[src/common/accel_defines.svh]
`ifndef ACCEL_DEFINES_SVH
`define ACCEL_DEFINES_SVH

// ==============================
// Datapath sizes
// ==============================
`define ACCEL_DATA_WIDTH  16       // Input stream word and buffer word
`define ACCEL_ACC_WIDTH   32       // Lane sum and output stream word
`define ACCEL_NUM_BANKS   4        // Banks per buffer, one MAC lane each
`define ACCEL_BANK_DEPTH  16       // Rows per bank
`define ACCEL_ROW_WIDTH   4        // Row address bits
`define ACCEL_BATCH_WIDTH 3        // Batch counter bits

// Packet magic, also upper half of the result header
`define ACCEL_MAGIC       16'hC0DE

`endif

[src/common/accel_pkg.sv]
`include "accel_defines.svh"

package accel_pkg;

    // Vector types with a meaning
    typedef logic [`ACCEL_DATA_WIDTH-1:0]  data_t;
    typedef logic [`ACCEL_ACC_WIDTH-1:0]   acc_t;
    typedef logic [`ACCEL_ROW_WIDTH-1:0]   row_t;
    typedef logic [`ACCEL_ROW_WIDTH:0]     row_count_t;   // 0 .. BANK_DEPTH
    typedef logic [$clog2(`ACCEL_NUM_BANKS)-1:0] bank_sel_t;
    typedef logic [`ACCEL_NUM_BANKS-1:0]   bank_mask_t;   // One bit per bank
    typedef logic [`ACCEL_NUM_BANKS-1:0][`ACCEL_DATA_WIDTH-1:0] bank_data_t;
    typedef logic [`ACCEL_NUM_BANKS-1:0][`ACCEL_ACC_WIDTH-1:0]  lane_acc_t;
    typedef logic [`ACCEL_BATCH_WIDTH-1:0] batch_id_t;

    // Loader packet parser
    typedef enum logic [2:0] {
        PARSE_MAGIC,
        PARSE_COUNT,
        PARSE_PAYLOAD,
        PARSE_LOADED,
        PARSE_DROP
    } parser_state_e;

    typedef enum logic [1:0] {SCHED_IDLE, SCHED_RUN, SCHED_DRAIN} sched_state_e;

    typedef enum logic [1:0] {STREAM_IDLE, STREAM_HEADER, STREAM_DATA} stream_state_e;

endpackage

[src/rtl/ingest/bank_buffer.sv]
`include "accel_defines.svh"

module bank_buffer (
    input  logic                  aclk,
    input  accel_pkg::bank_mask_t wr_en,
    input  accel_pkg::row_t       wr_row,
    input  accel_pkg::data_t      wr_data,
    input  accel_pkg::row_t       rd_row,
    output accel_pkg::bank_data_t rd_data
);

    // One memory per bank, same row address on every bank
    for (genvar b = 0; b < `ACCEL_NUM_BANKS; b++) begin : g_bank
        accel_pkg::data_t mem [`ACCEL_BANK_DEPTH];

        always_ff @(posedge aclk) begin
            if (wr_en[b])
                mem[wr_row] <= wr_data;
            rd_data[b] <= mem[rd_row];   // Registered read, one cycle latency
        end
    end

endmodule

[config.mk]
export PLATFORM = sky130hd
export DESIGN_NAME = bank_buffer
export DESIGN_NICKNAME = d
export VERILOG_FILES = /design/src/common/accel_pkg.sv /design/src/rtl/ingest/bank_buffer.sv
export VERILOG_INCLUDE_DIRS = /design/src /design/src/common
export SDC_FILE = /design/constraint.sdc
export NUM_CORES = 1
export LEC_CHECK = 0
export BUFFER_PORTS_ARGS = -buffer_cell sky130_fd_sc_hd__clkbuf_2
export CAP_MARGIN = 30
export CORE_ASPECT_RATIO = 1.2
export CORE_MARGIN = 2
export CORE_UTILIZATION = 35
export DETAILED_ROUTE_END_ITERATION = 10
export PLACE_DENSITY = 0.5
export SLEW_MARGIN = 10
export SYNTH_ARGS = -nofsm -noshare
export SYNTH_HDL_FRONTEND = slang
export SYNTH_SLANG_ARGS = --single-unit
[constraint.sdc]
create_clock -name aclk -period 2.4 [get_ports aclk]
set_clock_uncertainty 0.2 [all_clocks]
set_input_delay 0 -clock aclk [delete_from_list [all_inputs] [get_ports aclk]]
set_output_delay 0 -clock aclk [all_outputs]
set_load 0.02 [all_outputs]
---- Word-level counts from Yosys, hierarchy flattened ----
Memories as Yosys holds them, arrays and structs flattened. A register that Yosys moved wholly into a read port is not among the register bits.
Index checks and enable logic that the tools add are counted.
word-level totals
  output and inout port bits .............. 64
  RAM bits ................................ 1024
  memories kept ........................... 4
  input port bits ......................... 29
  flip-flop bits (word level) ............. 0
  word-level logic and storage cells ...... 12
operators by class
  mux-type cells .......................... 8
memory list
  memory         depth  bits a word  read ports  clocked after memory_dff  wr ports  RTL line           source
  g_bank[0].mem  16     16           1           1                         1         bank_buffer.sv:14  accel_pkg::data_t mem [`ACCEL_BANK_DEPTH];
  g_bank[1].mem  16     16           1           1                         1         bank_buffer.sv:14
  g_bank[2].mem  16     16           1           1                         1         bank_buffer.sv:14
  g_bank[3].mem  16     16           1           1                         1         bank_buffer.sv:14
operators with widths
  cell              number
  2-to-1 mux 1 bit  8

---- Logic depth before layout (Yosys ltp) ----
  depth after elaboration ................. 2
  depth in mapped cells ................... 6
  depth with buffers taken out ............ 3

---- Least setup slack after synthesis ----
Ideal clock, no wire load.
  kind .................................... input port to flip-flop
  start ................................... in rd_row[0]
  end ..................................... reg rd_data[10] (netlist name) (read register of g_bank[0].mem)
  stages .................................. 6
  library setup time ...................... 120 ps
  buffers on the path ..................... 3
  setup slack ............................. 830 ps
  arrival ................................. 1250 ps
  cells stage by stage .................... buf_2 buf_6 buf_2 mux4_2 a22oi_1 nand2_1
RTL lines
  what         RTL line          source
  from (decl)  bank_buffer.sv:8  input accel_pkg::row_t rd_row,
  to (decl)    bank_buffer.sv:9  output accel_pkg::bank_data_t rd_data

---- Worst setup path in the final report ----
  start ................................... in wr_row[2]
  end ..................................... mem g_bank[3].mem[8][9] (netlist name), enable pin
RTL lines
  what         RTL line           source
  from (decl)  bank_buffer.sv:6   input accel_pkg::row_t wr_row,
  to (decl)    bank_buffer.sv:14
No word-level cell before the write port.

==> impl_metrics.csv <==
group,metric,value,unit
yosys,ys_async_sr_fraction,0,%
placed_design,dpl.hpwl,54700,um
yosys,synth_top_area_share,76.9,%
grt,grt_pass1_vias,19352,
grt,grt-ovfl-total,0,
yosys,yosysWarnings,0,
grt,antenna_found_initial,5,
clock_network,cts_sinks,1088,
worst_setup_path,required,2.53,ns
worst_hold_path,holdCritPathClass,"input pin to flop",
power_and_ir_drop,peakVddDrop,0.000607,V
placed_design,dp_cells,3362,
sta,fin_crit_sh,95.9,%
clock_network,cts.clk_slew.worst_paths,0.06,ns
clock_network,cts_buffer_depth,3,
floorplanning,dieArea,117000,um^2
sta,tightest_slew,0.919,ns
yosys,synth_edf_count,1024,
clock_network,cts_max_level,3,
yosys,synth_area_leaders,"edfxtp_1 77%, mux4_2 14%, dfxtp_1 3.2%",
cells_and_area,drive_gt1_share,30.8,%
worst_setup_path,end_kind,"flop",
grt,grt_max_degree,65,
detailed_routing,post_drt_wl_per_cell,26.5,um
grt,grt_pass1_wl,137000,um
clock_network,cts_tree,"yes",
clock_network,numCtsBuffers,103,
sta,drv_slew,0,
sta,hold_viol,0,
sta,tns,0,ns
worst_setup_path,critical_path_class,"input pin to flop",
detailed_routing,firstDrtPassIters,7,
floorplanning,rows,135,
worst_setup_path,path_max_fanout,16,
yosys,synth_common_cells,"1024 x edfxtp_1, 256 x mux4_2, 128 x a22oi_1",
power_and_ir_drop,p_total,39100,uW
yosys,syn_nets,1743,
placed_design,place_congestion,0.728,
yosys,ys_seq_area_share,80.1,%
clock_network,cts_setup_buffers,0,
yosys,ys_types,16,
detailed_routing,vias,18371,
cells_and_area,stdcell_count,3582,
floorplanning,die_x,313,um
cells_and_area,area_growth,16.8,%
cells_and_area,fin_area,46700,um^2
placed_design,port_buffers,92,
detailed_routing,via_per_inst,5.13,
sta,maxSlewHeadroom,38.7,%
grt,grtUsageTotal,16.2,%
floorplanning,die_h,374,um
sta,setup_viol,0,
worst_setup_path,critPathLaunchType,"input pin",
floorplanning,coreArea,113000,um^2
power_and_ir_drop,power_density,838,nW/um^2
detailed_routing,drc,0,
yosys,yosysTopAreaCell,"edfxtp_1",
clock_network,clock-root-buffer,"clkbuf_16",
worst_setup_path,worstPathArrival,2.44,ns
job,cap_violations,0,
yosys,synth-seq-cells,1088,
yosys,synthesis.area,40000,um^2
yosys,synth_ff_type,"edfxtp_1",
clock_network,cts-resized-gates,0,
power_and_ir_drop,static-leakage-power,0.0151,uW
detailed_routing,drt_wl_total,94800,um
cells_and_area,nets,2019,
detailed_routing,drt_iter0_markers,1503,
floorplanning,ioPinCount,93,
detailed_routing,antenna_left,0,
sta,rsz0062_at_grt,"no",
sta,fmax,435,MHz
yosys,synthCells,1714,
floorplanning,start_util,35.3,%
run_status,status,"finished, final reports clean",
yosys,avgSynthCellArea,23.3,um^2
sta,post-route-min-period,2.30,ns
clock_network,worstSkewPairLatency,0.69,ns
placed_design,placed_area,43200,um^2
yosys,yosysMostFrequentCell,"edfxtp_1",
[power breakdown]
group          internal [uW]  leakage (uW)  switching [uW]
clock network           8680       0.00156            6870
registers              21200       0.00979             165
logic                    851       0.00370            1330
[worst paths after layout]
kind | start | endpoint | slack (ns) | cells past startpoint
setup / recovery | wr_row[2] | g_bank[3].mem[8][9]$_DFFE_PP_ | 0.1 | 7
hold / removal | wr_data[3] | g_bank[1].mem[7][3]$_DFFE_PP_ | 0.007 | 1
setup reg to reg | g_bank[1].mem[10][8]$_DFFE_PP_ | rd_data[24]$_DFF_P_ | 0.41 | 4
hold reg to reg | g_bank[2].mem[15][13]$_DFFE_PP_ | rd_data[45]$_DFF_P_ | 0.47 | 3
[cell families after synthesis]
logic type             count (synthesis)  share of synthesized area, %
AO/OA/AOI/OAI                        128                          2.40
buffers and inverters                 88                          1.17
flip-flops                          1088                          80.1
multiplexers                         256                          14.4
AND/OR/NAND/NOR                      154                          1.91
[cell type report]
type	instances	area [um^2]
Clock inverter	53	398
Multi-Input combinational cell	538	7520
Timing Repair Buffer	259	2080
Fill cell	9949	66500
Antenna cell	1	2.50
Clock buffer	136	2780
Sequential cell	1088	32000
Tap cell	1507	1890
[state kept, by name (all words and copies together) (netlist names)]
signal and flops:
rd_data 64, g_bank.mem 1024
[timing repair]
item | CTS | global route
endpoints found under the hold margin | 1788 | 0
setup endpoints to repair | 0 | 1
hold buffers | 31 | 0
[stage by stage]
stage          util (%)  setup slack [ns]  hold slack, ns
2_1_floorplan         -             0.830          -0.101
6_report           41.3            0.0991         0.00703
5_1_grt            41.3            0.0310          0.0541
3_5_place_dp       38.2             0.299           0.221
4_1_cts            41.3             0.127         0.00648
3_3_place_gp       38.1             0.294           0.218
[critical path, stage by stage]
cell and delay (ns):
dlygate4sd3_1 0.59, clkbuf_2 0.19, nand2b_1 0.21, nor3_1 0.24
dlygate4sd3_1 0.73, and2_1 0.16, buf_4 0.31
[layout by cell type (no fill, tap or decap), types with 12 or more instances in the layout]
| master | n |
|---|---|
| clkbuf_2 | 90 |
| buf_12 | 20 |
| clkbuf_16 | 105 |
| dlygate4sd3_1 | 31 |
| edfxtp_1 | 1024 |
| buf_4 | 115 |
| clkbuf_1 | 27 |
| a22oi_1 | 128 |
| nand2_1 | 66 |
| mux4_2 | 256 |
| clkinv_1 | 12 |
| dfxtp_1 | 64 |
| clkinv_2 | 28 |
| and2_1 | 64 |
[per-layer routing]
layer,wire (um),GRT usage (%),vias up
li1,-,-,7801
met1,41000,21.9,10019
met2,47800,27.5,425
met3,3840,2.10,122
met4,2080,4.91,4
met5,27,0,-
No activity file was read; power rests on OpenSTA's default activity.
