==> src/common/accel_defines.svh <==
`ifndef ACCEL_DEFINES_SVH
`define ACCEL_DEFINES_SVH

// ==============================
// Datapath sizes
// ==============================
`define ACCEL_DATA_WIDTH  16       // Input stream word and buffer word
`define ACCEL_ACC_WIDTH   32       // Lane sum and output stream word
`define ACCEL_NUM_BANKS   4        // Banks per buffer, one MAC lane each
`define ACCEL_BANK_DEPTH  16       // Rows per bank
`define ACCEL_ROW_WIDTH   4        // Row address bits
`define ACCEL_BATCH_WIDTH 3        // Batch counter bits

// Packet magic, also upper half of the result header
`define ACCEL_MAGIC       16'hC0DE

`endif

==> src/common/accel_pkg.sv <==
`include "accel_defines.svh"

package accel_pkg;

    // Vector types with a meaning
    typedef logic [`ACCEL_DATA_WIDTH-1:0]  data_t;
    typedef logic [`ACCEL_ACC_WIDTH-1:0]   acc_t;
    typedef logic [`ACCEL_ROW_WIDTH-1:0]   row_t;
    typedef logic [`ACCEL_ROW_WIDTH:0]     row_count_t;   // 0 .. BANK_DEPTH
    typedef logic [$clog2(`ACCEL_NUM_BANKS)-1:0] bank_sel_t;
    typedef logic [`ACCEL_NUM_BANKS-1:0]   bank_mask_t;   // One bit per bank
    typedef logic [`ACCEL_NUM_BANKS-1:0][`ACCEL_DATA_WIDTH-1:0] bank_data_t;
    typedef logic [`ACCEL_NUM_BANKS-1:0][`ACCEL_ACC_WIDTH-1:0]  lane_acc_t;
    typedef logic [`ACCEL_BATCH_WIDTH-1:0] batch_id_t;

    // Loader packet parser
    typedef enum logic [2:0] {
        PARSE_MAGIC,
        PARSE_COUNT,
        PARSE_PAYLOAD,
        PARSE_LOADED,
        PARSE_DROP
    } parser_state_e;

    typedef enum logic [1:0] {SCHED_IDLE, SCHED_RUN, SCHED_DRAIN} sched_state_e;

    typedef enum logic [1:0] {STREAM_IDLE, STREAM_HEADER, STREAM_DATA} stream_state_e;

endpackage

==> src/rtl/batch_scheduler.sv <==
module batch_scheduler (
    input  logic                  aclk,
    input  logic                  reset,
    input  logic                  start,
    input  logic                  weight_loaded,
    input  logic                  ifmap_loaded,
    input  accel_pkg::row_count_t weight_rows,
    input  accel_pkg::row_count_t ifmap_rows,
    input  logic                  stream_idle,
    output logic                  consume,
    output accel_pkg::row_t       rd_row,
    output logic                  mac_en,
    output logic                  mac_first,
    output logic                  results_valid,
    output logic                  busy,
    output accel_pkg::batch_id_t  batch_id
);

    accel_pkg::sched_state_e state;
    accel_pkg::row_count_t   run_rows;     // Rows used by this batch
    accel_pkg::row_t         row;
    logic                    start_pending;
    logic                    go;
    logic                    last_read;

    assign go = start_pending && weight_loaded && ifmap_loaded && stream_idle
             && (state == accel_pkg::SCHED_IDLE);
    assign last_read = (accel_pkg::row_count_t'(row) == run_rows - 1'b1);

    assign rd_row = row;
    assign busy   = (state != accel_pkg::SCHED_IDLE);

    // ==============================
    // Row sequencing
    // ==============================
    always_ff @(posedge aclk) begin
        if (reset) begin
            state         <= accel_pkg::SCHED_IDLE;
            start_pending <= 1'b0;
            run_rows      <= '0;
            row           <= '0;
            consume       <= 1'b0;
            mac_en        <= 1'b0;
            mac_first     <= 1'b0;
            results_valid <= 1'b0;
            batch_id      <= '0;
        end else begin
            start_pending <= (start_pending || start) && !go;   // Held until batch begins
            consume       <= go;                                // First RUN cycle
            // Enables trail the read by one cycle of buffer latency
            mac_en        <= (state == accel_pkg::SCHED_RUN);
            mac_first     <= (state == accel_pkg::SCHED_RUN) && (row == '0);
            results_valid <= (state == accel_pkg::SCHED_DRAIN);
            // Streamer takes the finished batch's id with the sums
            if (results_valid)
                batch_id <= batch_id + 1'b1;   // Wraps after the last id
            case (state)
                accel_pkg::SCHED_IDLE: begin
                    if (go) begin
                        // Shorter packet bounds the batch
                        run_rows <= (weight_rows < ifmap_rows) ? weight_rows : ifmap_rows;
                        row      <= '0;
                        state    <= accel_pkg::SCHED_RUN;
                    end
                end
                accel_pkg::SCHED_RUN: begin
                    if (last_read) begin
                        row   <= '0;
                        state <= accel_pkg::SCHED_DRAIN;
                    end else begin
                        row <= row + 1'b1;
                    end
                end
                accel_pkg::SCHED_DRAIN: begin
                    state <= accel_pkg::SCHED_IDLE;   // Last sum registers here
                end
                default: state <= accel_pkg::SCHED_IDLE;
            endcase
        end
    end

endmodule

==> config.mk <==
export PLATFORM = sky130hd
export DESIGN_NAME = batch_scheduler
export DESIGN_NICKNAME = d
export VERILOG_FILES = /design/src/common/accel_pkg.sv /design/src/rtl/batch_scheduler.sv
export VERILOG_INCLUDE_DIRS = /design/src /design/src/common
export SDC_FILE = /design/constraint.sdc
export NUM_CORES = 1
export LEC_CHECK = 0
export BUFFER_PORTS_ARGS = -buffer_cell sky130_fd_sc_hd__buf_2
export CAP_MARGIN = 20
export CORE_ASPECT_RATIO = 1.2
export CORE_MARGIN = 4
export CORE_UTILIZATION = 54
export CTS_CLUSTER_DIAMETER = 80
export DETAILED_ROUTE_END_ITERATION = 10
export HOLD_SLACK_MARGIN = 0.05
export PLACE_DENSITY = 0.82
export SETUP_SLACK_MARGIN = 0.4
export SYNTH_ARGS = -nofsm -noshare
export SYNTH_HDL_FRONTEND = slang
export SYNTH_SLANG_ARGS = --single-unit
==> constraint.sdc <==
create_clock -name aclk -period 4.92 [get_ports aclk]
set_input_delay 0.738 -clock aclk [delete_from_list [all_inputs] [get_ports aclk]]
set_output_delay 0.738 -clock aclk [all_outputs]
set_load 0.005 [all_outputs]
# After elaboration in Yosys (flattened, before gate mapping)
# Index checks and enable logic that the tools add are counted.
[totals]
elab_cells = 40
ff_bits = 19
memories = 0
output_inout_bits = 12
rom_bits = 0
latchBits = 0
ramBits = 0
[op_classes]
mul = 0
bitwise = 0
shift = 0
n_eq_ne = 5
n_addsub = 3
n_reduce_logical = 15
order_cmp = 1
n_mux = 7
n_div = 0
[ops]
columns = ["operator", "count"]
rows = [
  ["$mux 4", 2],
  ["$pmux 4 s2", 1],
  ["$logic_and 1x1->1", 6],
  ["$reduce_and 2->1", 3],
  ["$eq 4x5->1", 1],
  ["$lt 5x5->1", 1],
  ["$mux 5", 1],
  ["$sub 5x1->5 const B", 1],
  ["$add 4x1->4 const B", 1],
  ["$logic_not 4->1", 1],
  ["$mux 2", 2],
  ["$ne 2x2->1 const B", 2],
  ["$pmux 2 s2", 1],
  ["$reduce_bool 2->1", 2],
  ["$add 3x1->3 const B", 1],
  ["$eq 2x1->1 const B", 1],
  ["$eq 2x2->1 const B", 1],
  ["$logic_not 2->1", 1],
  ["$logic_not 1->1", 1],
  ["$logic_or 1x1->1", 1],
]

# Depth between registers and ports, before layout
[depth]
depth_word = 6
ltp_mapped = 8

# Worst setup path before layout
# Ideal clock, no wire load.
[synth_timing]
kind = "input-to-reg"
startpoint = "input ifmap_rows[2]"
endpoint = "register run_rows[1]"
setup_slack_ns = 2.820
path_stages = 8
arrival_ns = 1.973
path_buffers = 1
setup_ns = 0.127
required_time_ns = 4.793
path_cell_list = "inv_1 ha_1 a21o_1 a21o_1 a211o_1 buf_2 mux2i_1 o21ai_0"
[synth_between]
elab_chain_cells = 2
[synth_rtl]
columns = ["item", "line", "source"]
rows = [
  ["start, declared", "batch_scheduler.sv:8", "input accel_pkg::row_count_t ifmap_rows,"],
  ["$lt 5x5->1", "batch_scheduler.sv:61", "run_rows <= (weight_rows < ifmap_rows) ? weight_rows : ifmap_rows;"],
  ["$mux 5", "batch_scheduler.sv:61", ""],
  ["end signal, assigned", "batch_scheduler.sv:61", ""],
  ["end, declared", "batch_scheduler.sv:20", "accel_pkg::row_count_t run_rows;"],
]
# Every way passes these cells.
# A chain may end at the register's enable or synchronous reset.

# Worst setup path in the final report
[layout_timing]
startpoint = "input weight_rows[2]"
endpoint = "register run_rows[4]"
[layout_between]
elab_chain_cells = 2
[layout_rtl]
columns = ["item", "line", "source"]
rows = [
  ["start, declared", "batch_scheduler.sv:7", "input accel_pkg::row_count_t weight_rows,"],
  ["$lt 5x5->1", "batch_scheduler.sv:61", ""],
  ["$mux 5", "batch_scheduler.sv:61", ""],
]
# Every way passes these cells.

==> impl_results.md <==
* CP Cell Sequence: buf_2, ha_1, a21o_1, a21o_1, a211o_1, mux2i_1, o21ai_0
* Post-synthesis cell count at 113
* Pin count of the biggest net entering global routing at 13
* Nets at 165
* Setup violations, final at 0
* Synth Cell Area at roughly 1000 um2
* Drt total wl at 2010 um
* Startpoint types: input port
* DRC Markers at 0
* Tightest Pin Transition at a little over 0.4 ns
* Layout area overhead at 16.4%
* Tmin final at 1.98 ns
* Average wire per standard cell at 12.7 um
* GRT Total Usage at 17.4%
* Fillers at about 150
* CTS Hold Bufs at 0
* Area leader, netlist: dfxtp_1
* Synth Area in Simple Gates at between 20% and 30%
* Clock skew at around 0.0042 ns
* Yosys cell types at 33
* Final Cycle Share at approximately two fifths
* Clk_lat worst skew at roughly 0.30 ns
* Crit Path Class: input port to flop
* Total grt overflow at 0
* Max Cap Viol at 0
* End-of-flow core utilization at roughly 69%
* Post-synthesis sequential area ratio at a little under two fifths
* Port Buffers at 27
* Yosys Warn Count at 0
* DR vias/cell at approximately 5.6
* Worst Hold Class: flop to flop
* Largest stage delay, worst path at 0.40 ns
* Post-synth top area share at between 30% and 40%
* IO Pins at 28
* Die X-Extent at 47.4 um
* Starting density of the core at about 60%
* Total CTS buffers at 3
* Initial antenna violation count at 0
* Synth Area in Adders at 9.96%
* RSZ-0062 raised after global routing: no
* Arr. time, crit path at approximately 2.2 ns
* CTS tree: built
* Slew Viols, Final at 0
* # rows at 16
* Gpl congestion at roughly 0.77
* Clk slew on worst S/H paths at around 0.11 ns
* Clk network pwr share at 29.3%
* Post-Place Worst Slack at ~2.6 ns
* Count leader, synth: dfxtp_1
* XOR/XNOR Fraction of Synth Area at around 6%
* Core ar. at between 1500 and 2000 um2
* Ys flop type: dfxtp_1
* Flop pwr share at between 50% and 60%
* Layout cell share with drive strength beyond 1 at 24.3%
* Worst setup margin at a little under 3 ns
* DP HPWL at between 1500 and 2000 um
* First-pass GRT wire length at 3430 um
* CTS Buffer Depth at 2
* Number of synthesized flops with an enable pin at 0
* Req. time, crit path at slightly above 5 ns
* Max Fclk at 0.504 GHz
* Post-Syn Nets at 137
* Leakage power at roughly 0.00056 uW
* Fin. Hold Viols at 0
* Synth top area cells: dfxtp_1 38%, ha_1 10%, nor2_1 5.2%
* DRT antenna net count at 0
* Mean area per synthesized cell at ~8.9 um2
* CP Max Fanout at 6
* Crit path capture type: flop
* Die area at about 2600 um2
* Switching share of power at between 20% and 30%
* PD cells at around 230 nW/um2
* Seq cells post-synth at 19
* Final hold slack at 0.467 ns
* Post-synthesis mux area share at roughly 5%
* Setup TNS at 0 ns
* Slowest cell on crit path: a211o_1
* Post-synth top cells: 19 x dfxtp_1, 14 x nor2_1, 10 x inv_1, 10 x nand2_1, 8 x ha_1
* Max VDD drop at ~0.00018 V
* Ys async rst share at 0%
* Slew margin rel. at 72.9%
* Status: completed
* Number of global-route vias before repair at between 800 and 900
* Largest family of logic cells by synthesized area: simple AND/OR/NAND/NOR gates
* Psw at between 60 and 70 uW
* Most frequent CP cell: a21o_1
* Synth Area in Compound Gates at 13.2%
* Final Power at approximately 270 uW
* Pre-antenna DRT Iters at 4
* CTS root buf: clkbuf_4
* Die Span Y at around 55 um
* DR iter-0 viols at 5
* H-tree depth at 1
* Logic pwr share at approximately an eighth
* Post-CTS setup buffers at 0
* Post-cts sizing count at 0
* Via count at between 800 and 900
* N_diodes at 0
* Sink Count at 19
* Pint at approximately 200 uW
power groups by stage:
stage	logic (uW)	registers [uW]	clock network, uW
after CTS	33.8	158	81.6
after global routing	37.4	159	90.3
after floorplan	21.6	161	0
after detailed placement	33.7	162	0
after global placement	31.1	161	0
final	33.4	158	79.3
sequential cells by signal, indices dropped and copies added (netlist names), 2 cells and up:
signal / flops
rd_row: 4
batch_id: 3
state: 2
run_rows: 5
area by class of cell:
type,instances,area [um2],area share (%)
clock inverters,1,5.00,0.428
multi-input cells,80,567,48.4
clock buffers,3,22.5,1.93
flip-flops and latches,19,380,32.5
repair buffers,27,135,11.6
inverters,10,37.5,3.21
well taps,18,22.5,1.93
cells in the final DEF (no fill, tap or decap):
cell type,netlist,final
xor2_1,3,3
nand4b_1,3,3
or3_1,1,1
nor2b_1,1,1
or2_1,1,1
ha_1,8,8
nand3_1,3,3
a31oi_1,2,2
nand2b_1,1,1
a32oi_1,1,1
buf_2,1,27
nor3b_1,1,1
a22oi_1,1,1
clkbuf_4,0,3
nand4_1,3,3
a21o_1,2,2
and3_1,1,1
o311ai_4,1,1
dfxtp_1,19,19
nand2_1,10,10
a21oi_1,2,2
a211o_1,1,1
nor2_1,14,14
xnor2_1,4,4
mux2i_1,5,5
and4_4,1,1
o21a_1,1,1
o311ai_2,1,1
clkinv_2,0,1
nor3_1,3,3
o21ai_0,4,4
nand3b_1,1,1
inv_1,10,10
per-stage QoR:
step | area, um2 | std cells
global route | 1170 | 158
global placement | 1140 | 154
detailed placement | 1140 | 154
floorplan | 1000 | 113
finish | 1170 | 158
CTS | 1170 | 158
cell families after synthesis:
group	count (synthesis)
xor+xnor	7
simple gates	44
fa+ha+maj	8
flops	19
buf+inv	14
compound gates	16
mux	5
layer usage:
layer	vias up	share of wire (%)	GRT usage, %
met1	407	39	19.6
li1	446	-	-
met4	0	2.7	11.1
met5	-	0	0
met3	5	5.1	1.95
met2	27	53	28.9
critical path: cells and delay by family:
family                     cells  cell delay, ns
AOI/OAI and AO/OA              4            0.82
muxes                          1            0.19
adders and majority gates      1            0.31
buffers and inverters          1            0.11
path summary, 6_finish.rpt:
check / startpoint / to / slack (ns) / cells after the start
hold / removal: start_pending$_SDFF_PP0_ / start_pending$_SDFF_PP0_ / 0.47 / 1
setup / recovery: weight_rows[2] / run_rows[4]$_SDFFE_PP0P_ / 2.94 / 7
setup reg to reg: run_rows[0]$_SDFFE_PP0P_ / rd_row[2]$_SDFFE_PP0P_ / 3.14 / 7
hold reg to reg: start_pending$_SDFF_PP0_ / start_pending$_SDFF_PP0_ / 0.47 / 1
Note: power is estimated with default switching activity, not from simulation.
