### src/common/accel_defines.svh
`ifndef ACCEL_DEFINES_SVH
`define ACCEL_DEFINES_SVH

// ==============================
// Datapath sizes
// ==============================
`define ACCEL_DATA_WIDTH  16       // Input stream word and buffer word
`define ACCEL_ACC_WIDTH   32       // Lane sum and output stream word
`define ACCEL_NUM_BANKS   4        // Banks per buffer, one MAC lane each
`define ACCEL_BANK_DEPTH  16       // Rows per bank
`define ACCEL_ROW_WIDTH   4        // Row address bits
`define ACCEL_BATCH_WIDTH 3        // Batch counter bits

// Packet magic, also upper half of the result header
`define ACCEL_MAGIC       16'hC0DE

`endif

### src/common/accel_pkg.sv
`include "accel_defines.svh"

package accel_pkg;

    // Vector types with a meaning
    typedef logic [`ACCEL_DATA_WIDTH-1:0]  data_t;
    typedef logic [`ACCEL_ACC_WIDTH-1:0]   acc_t;
    typedef logic [`ACCEL_ROW_WIDTH-1:0]   row_t;
    typedef logic [`ACCEL_ROW_WIDTH:0]     row_count_t;   // 0 .. BANK_DEPTH
    typedef logic [$clog2(`ACCEL_NUM_BANKS)-1:0] bank_sel_t;
    typedef logic [`ACCEL_NUM_BANKS-1:0]   bank_mask_t;   // One bit per bank
    typedef logic [`ACCEL_NUM_BANKS-1:0][`ACCEL_DATA_WIDTH-1:0] bank_data_t;
    typedef logic [`ACCEL_NUM_BANKS-1:0][`ACCEL_ACC_WIDTH-1:0]  lane_acc_t;
    typedef logic [`ACCEL_BATCH_WIDTH-1:0] batch_id_t;

    // Loader packet parser
    typedef enum logic [2:0] {
        PARSE_MAGIC,
        PARSE_COUNT,
        PARSE_PAYLOAD,
        PARSE_LOADED,
        PARSE_DROP
    } parser_state_e;

    typedef enum logic [1:0] {SCHED_IDLE, SCHED_RUN, SCHED_DRAIN} sched_state_e;

    typedef enum logic [1:0] {STREAM_IDLE, STREAM_HEADER, STREAM_DATA} stream_state_e;

endpackage

### src/rtl/ingest/stream_loader.sv
`include "accel_defines.svh"

module stream_loader (
    input  logic                     aclk,
    input  logic                     reset,
    input  accel_pkg::data_t         s_axis_tdata,
    input  logic                     s_axis_tvalid,
    output logic                     s_axis_tready,
    input  logic                     s_axis_tlast,
    input  logic                     consume,
    output accel_pkg::bank_mask_t    wr_en,
    output accel_pkg::row_t          wr_row,
    output accel_pkg::data_t         wr_data,
    output logic                     loaded,
    output accel_pkg::row_count_t    row_count,
    output accel_pkg::parser_state_e parser_state,
    output logic                     error_invalid_magic
);

    accel_pkg::parser_state_e state;
    accel_pkg::bank_sel_t     bank;       // Round-robin bank of next payload word
    accel_pkg::row_t          row;        // Row of next payload word
    logic                     beat;
    logic                     count_ok;
    logic                     last_beat;

    // Back-pressure only while a loaded packet waits for consume
    assign s_axis_tready = (state != accel_pkg::PARSE_LOADED);
    assign beat          = s_axis_tvalid && s_axis_tready;

    assign count_ok  = (s_axis_tdata != '0) && (s_axis_tdata <= `ACCEL_BANK_DEPTH);
    assign last_beat = (bank == accel_pkg::bank_sel_t'(`ACCEL_NUM_BANKS - 1))
                    && (accel_pkg::row_count_t'(row) == row_count - 1'b1);

    // Payload goes straight into the buffer on the accepted beat
    assign wr_en   = (state == accel_pkg::PARSE_PAYLOAD && beat)
                   ? accel_pkg::bank_mask_t'(1'b1) << bank : '0;
    assign wr_row  = row;
    assign wr_data = s_axis_tdata;

    assign loaded       = (state == accel_pkg::PARSE_LOADED);
    assign parser_state = state;

    // ==============================
    // Packet parser FSM
    // ==============================
    always_ff @(posedge aclk) begin
        if (reset) begin
            state               <= accel_pkg::PARSE_MAGIC;
            bank                <= '0;
            row                 <= '0;
            row_count           <= '0;
            error_invalid_magic <= 1'b0;
        end else begin
            case (state)
                accel_pkg::PARSE_MAGIC: begin
                    if (beat) begin
                        if (s_axis_tdata != `ACCEL_MAGIC) begin
                            error_invalid_magic <= 1'b1;   // Sticky until reset
                            state <= s_axis_tlast ? accel_pkg::PARSE_MAGIC
                                                  : accel_pkg::PARSE_DROP;
                        end else begin
                            state <= accel_pkg::PARSE_COUNT;
                        end
                    end
                end
                accel_pkg::PARSE_COUNT: begin
                    if (beat) begin
                        bank <= '0;
                        row  <= '0;
                        if (count_ok) begin
                            row_count <= accel_pkg::row_count_t'(s_axis_tdata);
                            state     <= accel_pkg::PARSE_PAYLOAD;
                        end else begin
                            // Bad count drops the packet, no error flag
                            state <= s_axis_tlast ? accel_pkg::PARSE_MAGIC
                                                  : accel_pkg::PARSE_DROP;
                        end
                    end
                end
                accel_pkg::PARSE_PAYLOAD: begin
                    if (beat) begin
                        bank <= bank + 1'b1;                  // Wraps over the banks
                        if (bank == accel_pkg::bank_sel_t'(`ACCEL_NUM_BANKS - 1))
                            row <= row + 1'b1;
                        if (last_beat)
                            state <= accel_pkg::PARSE_LOADED;
                    end
                end
                accel_pkg::PARSE_LOADED: begin
                    if (consume)
                        state <= accel_pkg::PARSE_MAGIC;      // Buffer handed to batch
                end
                accel_pkg::PARSE_DROP: begin
                    if (beat && s_axis_tlast)
                        state <= accel_pkg::PARSE_MAGIC;      // Resync on packet end
                end
                default: state <= accel_pkg::PARSE_MAGIC;
            endcase
        end
    end

endmodule

### config.mk
export PLATFORM = sky130hd
export DESIGN_NAME = stream_loader
export DESIGN_NICKNAME = d
export VERILOG_FILES = /design/src/common/accel_pkg.sv /design/src/rtl/ingest/stream_loader.sv
export VERILOG_INCLUDE_DIRS = /design/src /design/src/common
export SDC_FILE = /design/constraint.sdc
export NUM_CORES = 1
export LEC_CHECK = 0
export ABC_AREA = 1
export BUFFER_PORTS_ARGS = -buffer_cell sky130_fd_sc_hd__buf_2
export CAP_MARGIN = 20
export CORE_UTILIZATION = 30
export DETAILED_ROUTE_END_ITERATION = 10
export PLACE_DENSITY = 0.65
export SETUP_SLACK_MARGIN = 0.5
export SYNTH_ARGS = -nofsm -noshare
export SYNTH_HDL_FRONTEND = slang
export SYNTH_SLANG_ARGS = --single-unit
### constraint.sdc
create_clock -name aclk -period 2.1 [get_ports aclk]
set_input_delay 0.525 -clock aclk [delete_from_list [all_inputs] [get_ports aclk]]
set_output_delay 0.525 -clock aclk [all_outputs]
set_load 0.05 [all_outputs]
; ---- Word-level counts from Yosys, hierarchy flattened
; Cells that the tools add are included.
; Widths: inputs -> output; s select.
[word_totals]
register_bits = 15
latch_bits = 0
ram_bits = 0
mem_bits_ro = 0
input_bits = 21
out_inout_bits = 35
wordCells = 56
n_memories = 0
[op_classes]
addsub = 3
n_mul = 0
div = 0
order_cmp = 1
n_eq_ne = 15
shifts = 1
muxes = 18
n_bitwise = 0
reduce_logical = 13
[op_table]
columns = operator, n
row1 = $mux 3, 9
row2 = $le 16x5->1 const B, 1
row3 = $mux 4, 4
row4 = $ne 16x16->1 const B, 1
row5 = $reduce_bool 16->1, 1
row6 = $pmux 3 s5, 1
row7 = $ne 2x2->1 const B, 6
row8 = $reduce_and 3->1, 3
row9 = $pmux 4 s2, 1
row10 = $eq 3x2->1 const B, 2
row11 = $reduce_and 6->1, 1
row12 = $eq 4x5->1, 1
row13 = $logic_and 1x1->1, 5
row14 = $sub 5x1->5 const B, 1
row15 = $add 4x1->4 const B, 1
row16 = $mux 2, 2
row17 = $pmux 2 s2, 1
row18 = $reduce_and 4->1, 1
row19 = $shl 1x2->4 const A, 1
row20 = $eq 3x1->1 const B, 1
row21 = $eq 3x3->1 const B, 1
row22 = $logic_not 3->1, 1
row23 = $ne 3x2->1 const B, 1
row24 = $add 2x1->2 const B, 1
row25 = other kinds (3), 3

; ---- Longest topological paths before layout
[depth]
word_depth = 6
ltp_mapped = 14
ltp_nobuf = 14

; ---- Worst setup path after synthesis
; No wires, ideal clock.
[synth_timing]
kind = register to output
from = reg state[1], in the netlist parser_state[1]
to = out wr_en[0]
arrival_ns = 1.793
required_ns = 1.575
setup_slack_ns = -0.218
stages_incl_launch_ff = 5
n_path_buf = 0
path_cell_list = dfxtp_1 -> nand3_2 -> nor2_2 -> inv_1 -> nor2_1
[synth_via]
elab_chain_len = 4
word_cells_on_any_way = 5
classes_between = 2 x eq/ne / 1 x mux / 2 x reduce/logical
[synth_rtl]
columns = element, line_no
row1 = start: declaration, stream_loader.sv:20  ; accel_pkg::parser_state_e state;
row2 = start signal: assignment, stream_loader.sv:49  ; state <= accel_pkg::PARSE_MAGIC;
row3 = start signal: assignment, stream_loader.sv:60  ; state <= s_axis_tlast ? accel_pkg::PARSE_MAGIC
row4 = start signal: assignment, stream_loader.sv:63  ; state <= accel_pkg::PARSE_COUNT;
row5 = $ne 3x2->1, stream_loader.sv:28  ; assign s_axis_tready = (state != accel_pkg::PARSE_LOADED);
row6 = $logic_and 1x1->1, stream_loader.sv:29  ; assign beat = s_axis_tvalid && s_axis_tready;
row7 = $logic_and 1x1->1 *, stream_loader.sv:36  ; assign wr_en = (state == accel_pkg::PARSE_PAYLOAD && beat)
row8 = $mux 4 *, stream_loader.sv:37  ; ? accel_pkg::bank_mask_t'(1'b1) << bank : '0;
row9 = end: declaration, stream_loader.sv:11  ; output accel_pkg::bank_mask_t wr_en,
; Every way passes the cells marked *; elsewhere a longest branch is shown, timed or not.

; ---- Worst setup path after layout
[layout_timing]
from = in s_axis_tvalid
to = out wr_en[0]
[layout_via]
elab_chain_len = 3
[layout_rtl]
columns = element, line_no
row1 = start: declaration, stream_loader.sv:7  ; input logic s_axis_tvalid,
row2 = $logic_and 1x1->1, stream_loader.sv:29
row3 = $logic_and 1x1->1, stream_loader.sv:36
row4 = $mux 4, stream_loader.sv:37
; Every way passes these cells.

==> flow_summary.toml <==
[status]
run_status = "completed"

[grt]
grt_pass1_vias = 1222
antenna_found_initial = 0
grt_usage_pct = 14.4
grt_overflow = 0
grt_max_degree = 12
grt_pass1_wl_mm = 4.94

[timing]
slew_viol_final = 0
setup-tns-final_ns = 0
worst_pin_slew_ns = 0.339
fmax_mhz = 574
rsz0062_at_grt = "yes"
whs_ns = 0.453
hold_viol = 0
layout_min_cycle_time_ns = 1.74
clock_skew_ns = 0.00271
slew_headroom_pct = 77.3
setup_viol = 0
post-route-period-util_pct = 83.0

[detailed_routing]
firstDrtPassIters = 4
avgRoutedWirePerCell_um = 9.63
vias_per_cell = 4.30
wirelength_mm = 3.06
ant_nets = 0
drtIter0Drc = 44
drcViolationCount = 0
vias = 1366

[critical_path]
cp_data_required_time_ns = 1.57
r2r_slack_ns = 0.57
path_max_fanout = 4
critPathKind = "in -> out"
start_kind = "primary input"
cp-end-kind = "primary output"
crit_arrival_ns = 1.22

[clocking]
clkTransAtPathRegs_ns = 0.06
postCtsHoldBufs = 0
ctsHtreeMaxLevel = 1
cts.sinks = 15
cts_tree = "built"
clock_latency_ns = 0.25
cts_buffers = 3
clockBufferDepth = 2
cts_root_buffer = "clkbuf_8"

[synthesis]
syn-instance-count = 212
syn_nets = 239
synthDistinctLibCells = 22
ys_ff_latch = 15
avgSynthCellArea_sq_um = 5.97
synth_top_area_share_pct = 23.7
yosysSeqAreaShare_pct = 23.7
yosys_warnings = 0
synth_top_area_cell = "dfxtp_1"
yosys-top-cells-area = "dfxtp_1 (24%), nand2_1 (19%), nor2_1 (11%), buf_4 (9.5%), inv_1 (8.9%)"
syn_area_sq_um = 1260

[floorplan]
pin_count = 56
start_util_pct = 31.4
die_area_sq_um = 4480
core_area_sq_um = 4030
rows = 23
die_w_um = 66.9
die_h_um = 66.9

[finish]
nets = 296
area_growth_pct = 40.7
diodes = 0
drive_above_1_share_pct = 40.3

[place]
place_congestion = 0.873
hpwl_mm = 2.21
port_buffers = 55

[job]
maxCapViolations = 0

[pwr]
p_per_area_nw_per_um2 = 836
p_leak_nw = 0.955
p_total_w = 0.00149
vdd_drop_max_v = 0.000774

[hold_path]
hold_class = "in -> reg"
==> cells by family after synthesis <==
| logic type | share of synthesized area (%) |
|---|---|
| buffers and inverters | 20.5 |
| AOI/OAI and AO/OA | 6.83 |
| DFF | 23.7 |
| adders and majority gates | 5.93 |
| and+or+nand+nor | 43.0 |
==> metrics by stage <==
step	std cells	cell area, sq um	util, %	setup slack, ns
6_report	318	1780	44.2	0.357
3_5_place_dp	300	1510	37.5	0.0776
5_1_grt	318	1780	44.2	0.298
3_3_place_gp	300	1510	37.5	0.108
4_1_cts	311	1690	42.0	0.334
2_1_floorplan	212	1310	-	0.185
==> final timing paths <==
path                       startpoint                  end  cells after the start
hold / removal                  reset              bank[1]                      2
hold reg to reg   error_invalid_magic  error_invalid_magic                      1
setup / recovery        s_axis_tvalid             wr_en[0]                      6
setup reg to reg      parser_state[2]            wr_row[2]                      8
==> cell usage after synthesis, drive strengths merged <==
| library cell | count |
|---|---|
| a211oi | 1 |
| a21oi | 11 |
| a31oi | 1 |
| buf | 17 |
| dfxtp | 15 |
| ha | 6 |
| inv | 34 |
| nand2 | 67 |
| nand3 | 11 |
| nor2 | 41 |
| nor3 | 5 |
| o21a | 1 |
| o21ai | 2 |
==> state kept, by name, indices dropped and copies added, names as in the netlist <==
name                 flops
bank                     2
parser_state             3
row_count                5
error_invalid_magic      1
wr_row                   4
==> critical path, stage by stage <==
cell and delay (ns):
clkbuf_4 0.15, inv_2 0.06, nor2_4 0.16, inv_4 0.08
nor2_4 0.10, buf_8 0.15
==> layer usage <==
layer  wire length [um]  track usage (%)
met5                  0                0
met4                 19             3.99
met3                142             4.62
met2               1530             25.0
met1               1370             16.6
==> power by group <==
group	leakage (nW)	switching (W)	internal, W
clock network	0.0228	0.000100	0.000134
logic	0.805	0.000552	0.000305
registers	0.126	0.0000560	0.000340
total	0.955	0.000708	0.000780
==> placed cells by master (no fill, tap or decap) <==
cell type	count
a211oi_1	1
nor3_1	1
buf_8	2
dfxtp_4	5
nor2_4	5
nand2_4	1
nand3_1	10
clkbuf_4	1
inv_6	1
inv_4	4
nor3_2	3
a21oi_1	11
dfxtp_2	2
nand2_1	61
buf_6	4
ha_4	1
inv_1	25
nand2_2	5
o21ai_1	2
nor2_1	33
nand3_4	1
ha_1	5
clkbuf_1	1
nor2_2	3
inv_2	3
o21a_1	1
buf_12	1
buf_2	48
dfxtp_1	8
a31oi_1	1
clkinvlp_4	1
buf_4	13
nor3_4	1
clkbuf_8	3
==> repair_timing <==
item,CTS,global route
endpoints found under the setup margin,7,10
pin swaps,4,10
resized for setup,22,14
setup buffers,7,7
==> cell type report <==
cell class,count,area [sq um]
timing repair buffer,69,440
tap,50,62.6
sequential,15,322
clock buffer,4,45.0
fill,444,2250
multi-input combinational,146,763
inverter,34,146
Power figures use the tool's default switching activity.
