$ cat config.mk
export PLATFORM = sky130hd
export DESIGN_NAME = result_streamer
export DESIGN_NICKNAME = d
export VERILOG_FILES = /design/src/common/accel_pkg.sv /design/src/rtl/result_streamer.sv
export VERILOG_INCLUDE_DIRS = /design/src /design/src/common
export SDC_FILE = /design/constraint.sdc
export NUM_CORES = 1
export LEC_CHECK = 0
export BUFFER_PORTS_ARGS = -buffer_cell sky130_fd_sc_hd__buf_4
export CAP_MARGIN = 15
export CORE_MARGIN = 2
export CORE_UTILIZATION = 54
export CTS_CLUSTER_SIZE = 28
export DETAILED_ROUTE_END_ITERATION = 7
export PLACE_DENSITY_LB_ADDON = 0.15
export REMOVE_ABC_BUFFERS = 1
export SLEW_MARGIN = 10
export SYNTH_ARGS = -nofsm -noshare
export SYNTH_HDL_FRONTEND = slang
export SYNTH_SLANG_ARGS = --single-unit
$ cat constraint.sdc
create_clock -name aclk -period 14.58 [get_ports aclk]
set_input_delay 1.458 -clock aclk [delete_from_list [all_inputs] [get_ports aclk]]
set_output_delay 1.458 -clock aclk [all_outputs]
set_load 0.01 [all_outputs]
$ cat src/common/accel_defines.svh
`ifndef ACCEL_DEFINES_SVH
`define ACCEL_DEFINES_SVH

// ==============================
// Datapath sizes
// ==============================
`define ACCEL_DATA_WIDTH  16       // Input stream word and buffer word
`define ACCEL_ACC_WIDTH   32       // Lane sum and output stream word
`define ACCEL_NUM_BANKS   4        // Banks per buffer, one MAC lane each
`define ACCEL_BANK_DEPTH  16       // Rows per bank
`define ACCEL_ROW_WIDTH   4        // Row address bits
`define ACCEL_BATCH_WIDTH 3        // Batch counter bits

// Packet magic, also upper half of the result header
`define ACCEL_MAGIC       16'hC0DE

`endif

$ cat src/common/accel_pkg.sv
`include "accel_defines.svh"

package accel_pkg;

    // Vector types with a meaning
    typedef logic [`ACCEL_DATA_WIDTH-1:0]  data_t;
    typedef logic [`ACCEL_ACC_WIDTH-1:0]   acc_t;
    typedef logic [`ACCEL_ROW_WIDTH-1:0]   row_t;
    typedef logic [`ACCEL_ROW_WIDTH:0]     row_count_t;   // 0 .. BANK_DEPTH
    typedef logic [$clog2(`ACCEL_NUM_BANKS)-1:0] bank_sel_t;
    typedef logic [`ACCEL_NUM_BANKS-1:0]   bank_mask_t;   // One bit per bank
    typedef logic [`ACCEL_NUM_BANKS-1:0][`ACCEL_DATA_WIDTH-1:0] bank_data_t;
    typedef logic [`ACCEL_NUM_BANKS-1:0][`ACCEL_ACC_WIDTH-1:0]  lane_acc_t;
    typedef logic [`ACCEL_BATCH_WIDTH-1:0] batch_id_t;

    // Loader packet parser
    typedef enum logic [2:0] {
        PARSE_MAGIC,
        PARSE_COUNT,
        PARSE_PAYLOAD,
        PARSE_LOADED,
        PARSE_DROP
    } parser_state_e;

    typedef enum logic [1:0] {SCHED_IDLE, SCHED_RUN, SCHED_DRAIN} sched_state_e;

    typedef enum logic [1:0] {STREAM_IDLE, STREAM_HEADER, STREAM_DATA} stream_state_e;

endpackage

$ cat src/rtl/result_streamer.sv
`include "accel_defines.svh"

module result_streamer (
    input  logic                 aclk,
    input  logic                 reset,
    input  logic                 results_valid,
    input  accel_pkg::lane_acc_t lane_sums,
    input  accel_pkg::batch_id_t batch_id,
    output accel_pkg::acc_t      m_axis_tdata,
    output logic                 m_axis_tvalid,
    input  logic                 m_axis_tready,
    output logic                 m_axis_tlast,
    output logic                 idle
);

    accel_pkg::stream_state_e state;
    accel_pkg::lane_acc_t     sums_q;     // Captured lane sums
    accel_pkg::batch_id_t     batch_q;    // Batch id for the header
    accel_pkg::bank_sel_t     lane;       // Lane being sent
    accel_pkg::acc_t          header;

    assign header = {`ACCEL_MAGIC, {(`ACCEL_ACC_WIDTH - 16 - `ACCEL_BATCH_WIDTH){1'b0}}, batch_q};

    // Outputs come from registers only, stable while tready is low
    assign m_axis_tvalid = (state != accel_pkg::STREAM_IDLE);
    assign m_axis_tdata  = (state == accel_pkg::STREAM_HEADER) ? header : sums_q[lane];
    assign m_axis_tlast  = (state == accel_pkg::STREAM_DATA)
                        && (lane == accel_pkg::bank_sel_t'(`ACCEL_NUM_BANKS - 1));
    assign idle = (state == accel_pkg::STREAM_IDLE) && !results_valid;   // Low from capture on

    always_ff @(posedge aclk) begin
        if (reset) begin
            state <= accel_pkg::STREAM_IDLE;
            lane  <= '0;
        end else begin
            case (state)
                accel_pkg::STREAM_IDLE: begin
                    if (results_valid)
                        state <= accel_pkg::STREAM_HEADER;
                end
                accel_pkg::STREAM_HEADER: begin
                    if (m_axis_tready) begin
                        lane  <= '0;
                        state <= accel_pkg::STREAM_DATA;
                    end
                end
                accel_pkg::STREAM_DATA: begin
                    if (m_axis_tready) begin
                        lane <= lane + 1'b1;
                        if (m_axis_tlast)
                            state <= accel_pkg::STREAM_IDLE;   // Packet fully accepted
                    end
                end
                default: state <= accel_pkg::STREAM_IDLE;
            endcase
        end
    end

    // Result capture
    always_ff @(posedge aclk) begin
        if (results_valid && state == accel_pkg::STREAM_IDLE) begin
            sums_q  <= lane_sums;
            batch_q <= batch_id;
        end
    end

endmodule

Word-level counts from Yosys, hierarchy flattened --
Index checks and enable logic that the tools add are counted.
Operators by class: magnitude comparators 1, multiplexer cells 11, equal/unequal tests 7, $add $sub $neg 1, reductions and logical operators 9
Operators with widths (count):
- binary-select mux 32 bit (select 2 bit) | 1
- two-way mux 32 bit | 2
- two-way mux 2 bit | 6
- != test 2 bit, second input constant | 4
- one-hot mux 2 bit (3 select lines) | 1
- == test 2 bit, second input constant | 2
- one-hot mux 2 bit (2 select lines) | 1
- AND reduction 4 bit | 1
- nonzero test 2 bit | 2
- logical AND 1 bit | 3
- < comparator 2 x 3 -> 1 bit, second input constant | 1
- AND reduction 3 bit | 1
- adder 2 x 1 -> 2 bit, second input constant | 1
- == test 2 x 1 -> 1 bit, second input constant | 1
- zero test 2 bit | 1
- zero test 1 bit | 1
Storage, ports and cells: word-level logic and storage cells 36, output and inout port bits 35, bits of input ports 135, flip-flop bits (word level) 135

Logic depth before layout (Yosys ltp) --
Gate-level depths: netlist (run 1).
word-level depth 5, depth in mapped cells 5

Worst setup path before layout (run 1) --
No wires, ideal clock.
kind input to register, start point input results_valid, end point register batch_q[0], enable pin, required time 13.957 ns, library setup time 0.623 ns, path buffers 0, stages on the path 2, arrival time 6.907 ns, path slack 7.050 ns, cells stage by stage inv_1 nor2_1
Between the ends: longest elaborated chain between the ends 1
RTL lines:
- start: declaration | RTL line result_streamer.sv:6 | input logic results_valid,
- logical AND 1 bit | RTL line result_streamer.sv:61 | if (results_valid && state == accel_pkg::STREAM_IDLE) begin
- end signal: assignment | RTL line result_streamer.sv:63 | batch_q <= batch_id;
- end: declaration | RTL line result_streamer.sv:18 | accel_pkg::batch_id_t batch_q;
No other way between the ends. A chain may end at the register's enable or synchronous reset.

Final worst setup path (run 1) --
start point register lane[0], end point output m_axis_tdata[1]
Between the ends: longest elaborated chain between the ends 3
RTL lines:
- start: declaration | RTL line result_streamer.sv:19 | accel_pkg::bank_sel_t lane;
- start signal: assignment | RTL line result_streamer.sv:49 | lane <= lane + 1'b1;
- binary-select mux 32 bit (select 2 bit) | RTL line result_streamer.sv:26 | assign m_axis_tdata = (state == accel_pkg::STREAM_HEADER) ? header : sums_q[lane];
- two-way mux 32 bit (implied by the code) | RTL line result_streamer.sv:26
- two-way mux 32 bit | RTL line result_streamer.sv:26
- end: declaration | RTL line result_streamer.sv:9 | output accel_pkg::acc_t m_axis_tdata,
No other way between the ends. The select of a mux whose other input is x is not followed.

==> impl_metrics.json, run 1 <==
{
  "cts.root.buffer_cell": "clkbuf_8",
  "start_util": 0.558,
  "ir_drop_v": 0.000100,
  "min_from": "state[1]",
  "nets": 549,
  "num_antenna_cells": 0,
  "slew_headroom": 0.366,
  "finalMaxSlewViolations": 0,
  "slowest_stage": "dfxtp_2",
  "p_comb_frac": 0.092,
  "drt_wl_total_um": 10100,
  "cts-hold-fix-buffers": 0,
  "min_to": "lane[0]",
  "ys.flop_type": "edfxtp_1",
  "required_ns": 13.12,
  "ys_types": 27,
  "cts_tree": "built",
  "setup_ws_ns": 10.49,
  "grtUsageTotal": 0.199,
  "hold_viol_final": 0,
  "path_clk_slew_ns": 0.06,
  "synth_area_mm2": 0.00518,
  "cp.arrival_ns": 2.63,
  "drive_above_1_share": 0.577,
  "layout_common_cells": "173 x buf_4, 131 x edfxtp_1, 32 x mux4_2, 21 x nor2b_1, 16 x clkbuf_16",
  "place_ws_ns": 10.96,
  "io_pins": 170,
  "grt_setup_unrepaired": "false",
  "synth.area.top_cells": "edfxtp_1 76%, mux4_2 14%, nor2b_1 2.5%",
  "clk_latency_ns": 0.51,
  "cts_buffers": 17,
  "yosys_warnings": 0,
  "skew_ns": 0.00984,
  "end_kind": "output port",
  "period_share": 0.281,
  "drv_cap": 0,
  "p_int_uw": 740,
  "rr_endpoint": "sums_q[28]",
  "synth_top_cell_by_area": "edfxtp_1",
  "die_w_um": 102,
  "numPortBuffers": 169,
  "worst_slew_pin_slew_ns": 0.952,
  "reg2reg_depth": 4,
  "die_h_um": 102,
  "dr.pass1.iters": 4,
  "cp_top_family": "multiplexers",
  "power_switching_share": 0.223,
  "layout_commonest_cell": "buf_4",
  "cts_setup_buffers": 0,
  "hold_depth": 2,
  "clkPwrFrac": 0.418,
  "grt_pass1_vias": 2997,
  "holdCritPathClass": "reg2reg",
  "status": "finished, final reports clean",
  "num_vias": 2821,
  "fin_setup_tns_ns": 0,
  "wl_per_cell_um": 18.2,
  "ctsLongestPathBuffers": 2,
  "die_area_mm2": 0.0104,
  "power_frac_seq": 0.490,
  "finalSetupViolCount": 0,
  "cts_max_level": 4,
  "vias_per_cell": 5.08,
  "cpPeakStageDelay_ns": 0.65,
  "crit_buf_inv": 2,
  "dp_hpwl_um": 6540,
  "p_per_area_mw_per_mm2": 134,
  "seq_area_frac_synth": 0.775,
  "fmax_mhz": 244,
  "worstSetupPathType": "reg2out",
  "power.switching_uw": 212,
  "gp_congestion": 0.734,
  "antenna_found_initial": 0,
  "synth_edf_count": 131,
  "r2r_start": "state[1]",
  "cts_sinks": 135,
  "synth_top_area_share": 0.760,
  "area_delta_synth_final_pct": 37.4,
  "drc_errors": 0,
  "min_period_ns": 4.09,
  "path_cells": "buf_4, mux4_2, mux2_2, buf_4",
  "coreArea_mm2": 0.00928,
  "cts_resized": 0,
  "ys_ff_latch": 135,
  "grt_pass1_wl_um": 14800,
  "crit_top_cell": "buf_4",
  "p_leak_uw": 0.00268,
  "overflow": 0,
  "core.rowCount": 35,
  "critPathMaxFanout": 23,
  "avgSynthCellArea_um2": 22.1,
  "async_reset_ff_frac": 0,
  "ant_nets": 0,
  "crit_path_start_kind": "flip-flop",
  "postSynthCellCount": 234,
  "drt-initial-drc-count": 103,
  "r2r_slack_ns": 11.88,
  "grt_max_degree": 79
}
## through the flow
stage                     hold slack, ns  total power, µW  area (µm²)  instances   util
final                              0.621              952        7110        555  0.766
after global placement             0.578              559        6560        523  0.706
after detailed placement           0.592              563        6560        523  0.706
after floorplan                    0.530              513        5090        221      -
after global routing               0.687              983        7110        555  0.766
after CTS                          0.618              962        7110        555  0.766
## cell families after synthesis
| family | after synthesis | share of synthesized area |
|---|---|---|
| compound gates | 6 | 0.00653 |
| fa+ha+maj | 1 | 0.00242 |
| buf+inv | 14 | 0.0179 |
| flops | 135 | 0.775 |
| mux | 36 | 0.148 |
| simple gates | 42 | 0.0500 |
## cell usage after synthesis (all sizes together) (2+ instances only)
library cell	number
dfxtp	4
o21ai	2
edfxtp	131
nor2b	22
clkbuf	5
mux2	3
nor2	3
or2	9
a21oi	2
buf	8
nand2	2
mux4	32
nor3b	2
## flip-flops by register name, indices dropped and copies added, names as in the netlist
signal / cells
lane: 2
batch_q: 3
sums_q: 128
state: 2
## how the worst max path moves through the flow
stage          slack, ns  depth (start not counted)         endpoint           from
3_5_place_dp       10.96                          4  m_axis_tdata[1]        lane[0]
5_1_grt            10.29                          4  m_axis_tdata[1]        lane[0]
4_1_cts            10.39                          4  m_axis_tdata[1]        lane[0]
3_3_place_gp       10.99                          4  m_axis_tdata[1]        lane[0]
2_1_floorplan       7.05                          2       batch_q[0]  results_valid
6_report           10.49                          4  m_axis_tdata[1]        lane[0]
## cell type report
| type | count | area, µm² |
|---|---|---|
| Sequential cell | 135 | 4020 |
| Fill cell | 553 | 2170 |
| Timing Repair Buffer | 173 | 1300 |
| Multi-Input combinational cell | 85 | 1080 |
| Clock buffer | 18 | 418 |
| Tap cell | 129 | 161 |
| Clock inverter | 14 | 138 |
| Inverter | 1 | 3.75 |
## layer usage
layer  routed length (µm)  GRT usage  up-vias
li1                     -          -     1307
met2                 5270      0.330      117
met1                 3950      0.240     1393
met3                  815     0.0752        4
met4                   46     0.0738        0
met5                    0          0        -
## worst reg2reg max path: cells and delay by family, from the launching register on
kind                   cells  cell delay [ns]
DFF                        1             0.40
and+or+nand+nor            2             0.45
buffers and inverters      2             1.41
## power by group through the flow
stage	registers (µW)	clock network (µW)	logic (µW)
6_report	466	398	87.4
3_5_place_dp	475	0	87.9
3_3_place_gp	473	0	86.6
5_1_grt	469	420	94.2
4_1_cts	467	407	88.6
2_1_floorplan	477	0	35.8
Power figures use the tool's default switching activity.
==> run 2: changes to the inputs <==
--- a/config.mk
+++ b/config.mk
@@ -9,7 +9,7 @@
 export BUFFER_PORTS_ARGS = -buffer_cell sky130_fd_sc_hd__buf_4
 export CAP_MARGIN = 15
 export CORE_MARGIN = 2
-export CORE_UTILIZATION = 54
+export CORE_UTILIZATION = 45
 export CTS_CLUSTER_SIZE = 28
 export DETAILED_ROUTE_END_ITERATION = 7
 export PLACE_DENSITY_LB_ADDON = 0.15
==> constraint.sdc (replaced) <==
create_clock -name aclk -period 3.45 [get_ports aclk]
set_input_delay 0.345 -clock aclk [delete_from_list [all_inputs] [get_ports aclk]]
set_output_delay 0.345 -clock aclk [all_outputs]
set_load 0.01 [all_outputs]
==> impl_metrics.json, run 2 (synthesized netlist as in run 1, its figures left out) <==
{
  "drv_cap": 0,
  "r2r_start": "state[1]",
  "p_per_area_mw_per_mm2": 556,
  "holdCritPathClass": "in2reg",
  "wl_met3_um": 821,
  "core.rowCount": 39,
  "largest_registers": "sums_q: 128 flops, batch_q: 3 flops",
  "slowest_stage": "mux4_2",
  "area_delta_synth_final_pct": 37.9,
  "setup_ws_ns": 0.939,
  "drc_errors": 0,
  "path_cells": "buf_12, mux4_2, or2_2, buf_4",
  "finalSetupViolCount": 0,
  "start_util": 0.457,
  "grt_setup_unrepaired": "false",
  "fin_setup_tns_ns": 0,
  "die_area_mm2": 0.0124,
  "drt-initial-drc-count": 198,
  "placed_cells": 539,
  "cts_max_level": 4,
  "end_kind": "output port",
  "overflow": 0,
  "drt_wl_total_um": 9850,
  "cts_resized": 0,
  "cts_sinks": 135,
  "gp_congestion": 0.725,
  "wl_met1_um": 4060,
  "vias_per_cell": 4.90,
  "cts.root.buffer_cell": "clkbuf_16",
  "die_h_um": 111,
  "cts_buffers": 17,
  "min_from": "lane_sums[121]",
  "fin_cells": 570,
  "grt_pass1_vias": 3014,
  "die_w_um": 111,
  "cts_setup_buffers": 0,
  "largest_reg_flops": 128,
  "ctsLongestPathBuffers": 2,
  "cpPeakStageDelay_ns": 0.52,
  "critPathMaxFanout": 29,
  "num_vias": 2794,
  "status": "finished, final reports clean",
  "cp-startpoint": "lane[0]",
  "clk_latency_ns": 0.42,
  "cts-hold-fix-buffers": 0,
  "num_antenna_cells": 0,
  "crit_buf_inv": 2,
  "worstSetupPathType": "reg2out",
  "top_register": "sums_q",
  "grtUsageTotal": 0.171,
  "dr.pass1.iters": 4,
  "hold_viol_final": 0,
  "crit_path_start_kind": "flip-flop",
  "ant_nets": 0,
  "p_leak_uw": 0.00270,
  "numPortBuffers": 169,
  "io_pins": 170,
  "period_share": 0.728,
  "design_power_total_uw": 3970,
  "drive_above_1_share": 0.574,
  "dp_hpwl_um": 6440,
  "cp_top_family": "multiplexers",
  "finalMaxSlewViolations": 0,
  "coreArea_mm2": 0.0113,
  "cp.arrival_ns": 2.17,
  "grt_max_degree": 79,
  "path_clk_slew_ns": 0.06,
  "layout_commonest_cell": "buf_4",
  "route.met2.wl_um": 4820,
  "place_ws_ns": 1.32,
  "layout_common_cells": "174 x buf_4, 131 x edfxtp_1, 32 x mux4_2, 21 x nor2b_1, 17 x clkbuf_16",
  "wl_per_cell_um": 17.3,
  "fmax_mhz": 398,
  "cts_tree": "built",
  "top_layer_used": "met4",
  "ir_drop_v": 0.000545,
  "grt_pass1_wl_um": 15400,
  "worst_slew_pin_slew_ns": 0.962,
  "antenna_found_initial": 0,
  "nets": 551,
  "min_period_ns": 2.51,
  "slew_headroom": 0.359,
  "skew_ns": 0.00885,
  "required_ns": 3.11,
  "r2r_slack_ns": 1.40
}
## run 2: changes by cell type in the layout (fill, tap and decap cells not counted), moves of 2 or more
cell / before / now
clkinv_1: 0 / 2
clkinv_2: 1 / 4
clkinvlp_4: 4 / 2
inv_6: 6 / 2
## run 2: stage by stage
| stage | util | hold slack, ns | cell area [µm²] |
|---|---|---|---|
| after global placement | 0.583 | 0.523 | 6600 |
| final | 0.631 | 0.0962 | 7140 |
| after floorplan | - | 0.414 | 5090 |
| after global routing | 0.631 | 0.0751 | 7140 |
| after CTS | 0.631 | 0.0768 | 7140 |
| after detailed placement | 0.583 | 0.524 | 6600 |
## run 2: path summary, 6_finish.rpt
path,endpoint,cells past startpoint
max,m_axis_tdata[31],4
min,sums_q[121],1
max reg2reg,sums_q[91],3
min reg2reg,lane[0],2
## run 2: power breakdown
| part | switching (µW) | internal, µW |
|---|---|---|
| clock network | 649 | 979 |
| registers | 31.0 | 1940 |
| logic | 154 | 218 |
| total | 834 | 3140 |
## run 2: final cells by class
type | instances | area, µm²
fillers | 848 | 4180
flip-flops and latches | 135 | 4020
repair buffers | 175 | 1330
multi-input cells | 85 | 1080
clock buffers | 18 | 429
well taps | 143 | 179
clock inverters | 13 | 108
inverters | 1 | 3.75
## run 2: metal layers
layer,track usage,up-vias
li1,-,1312
met1,0.208,1359
met2,0.261,112
met3,0.0809,11
met4,0.0790,0
met5,0,-
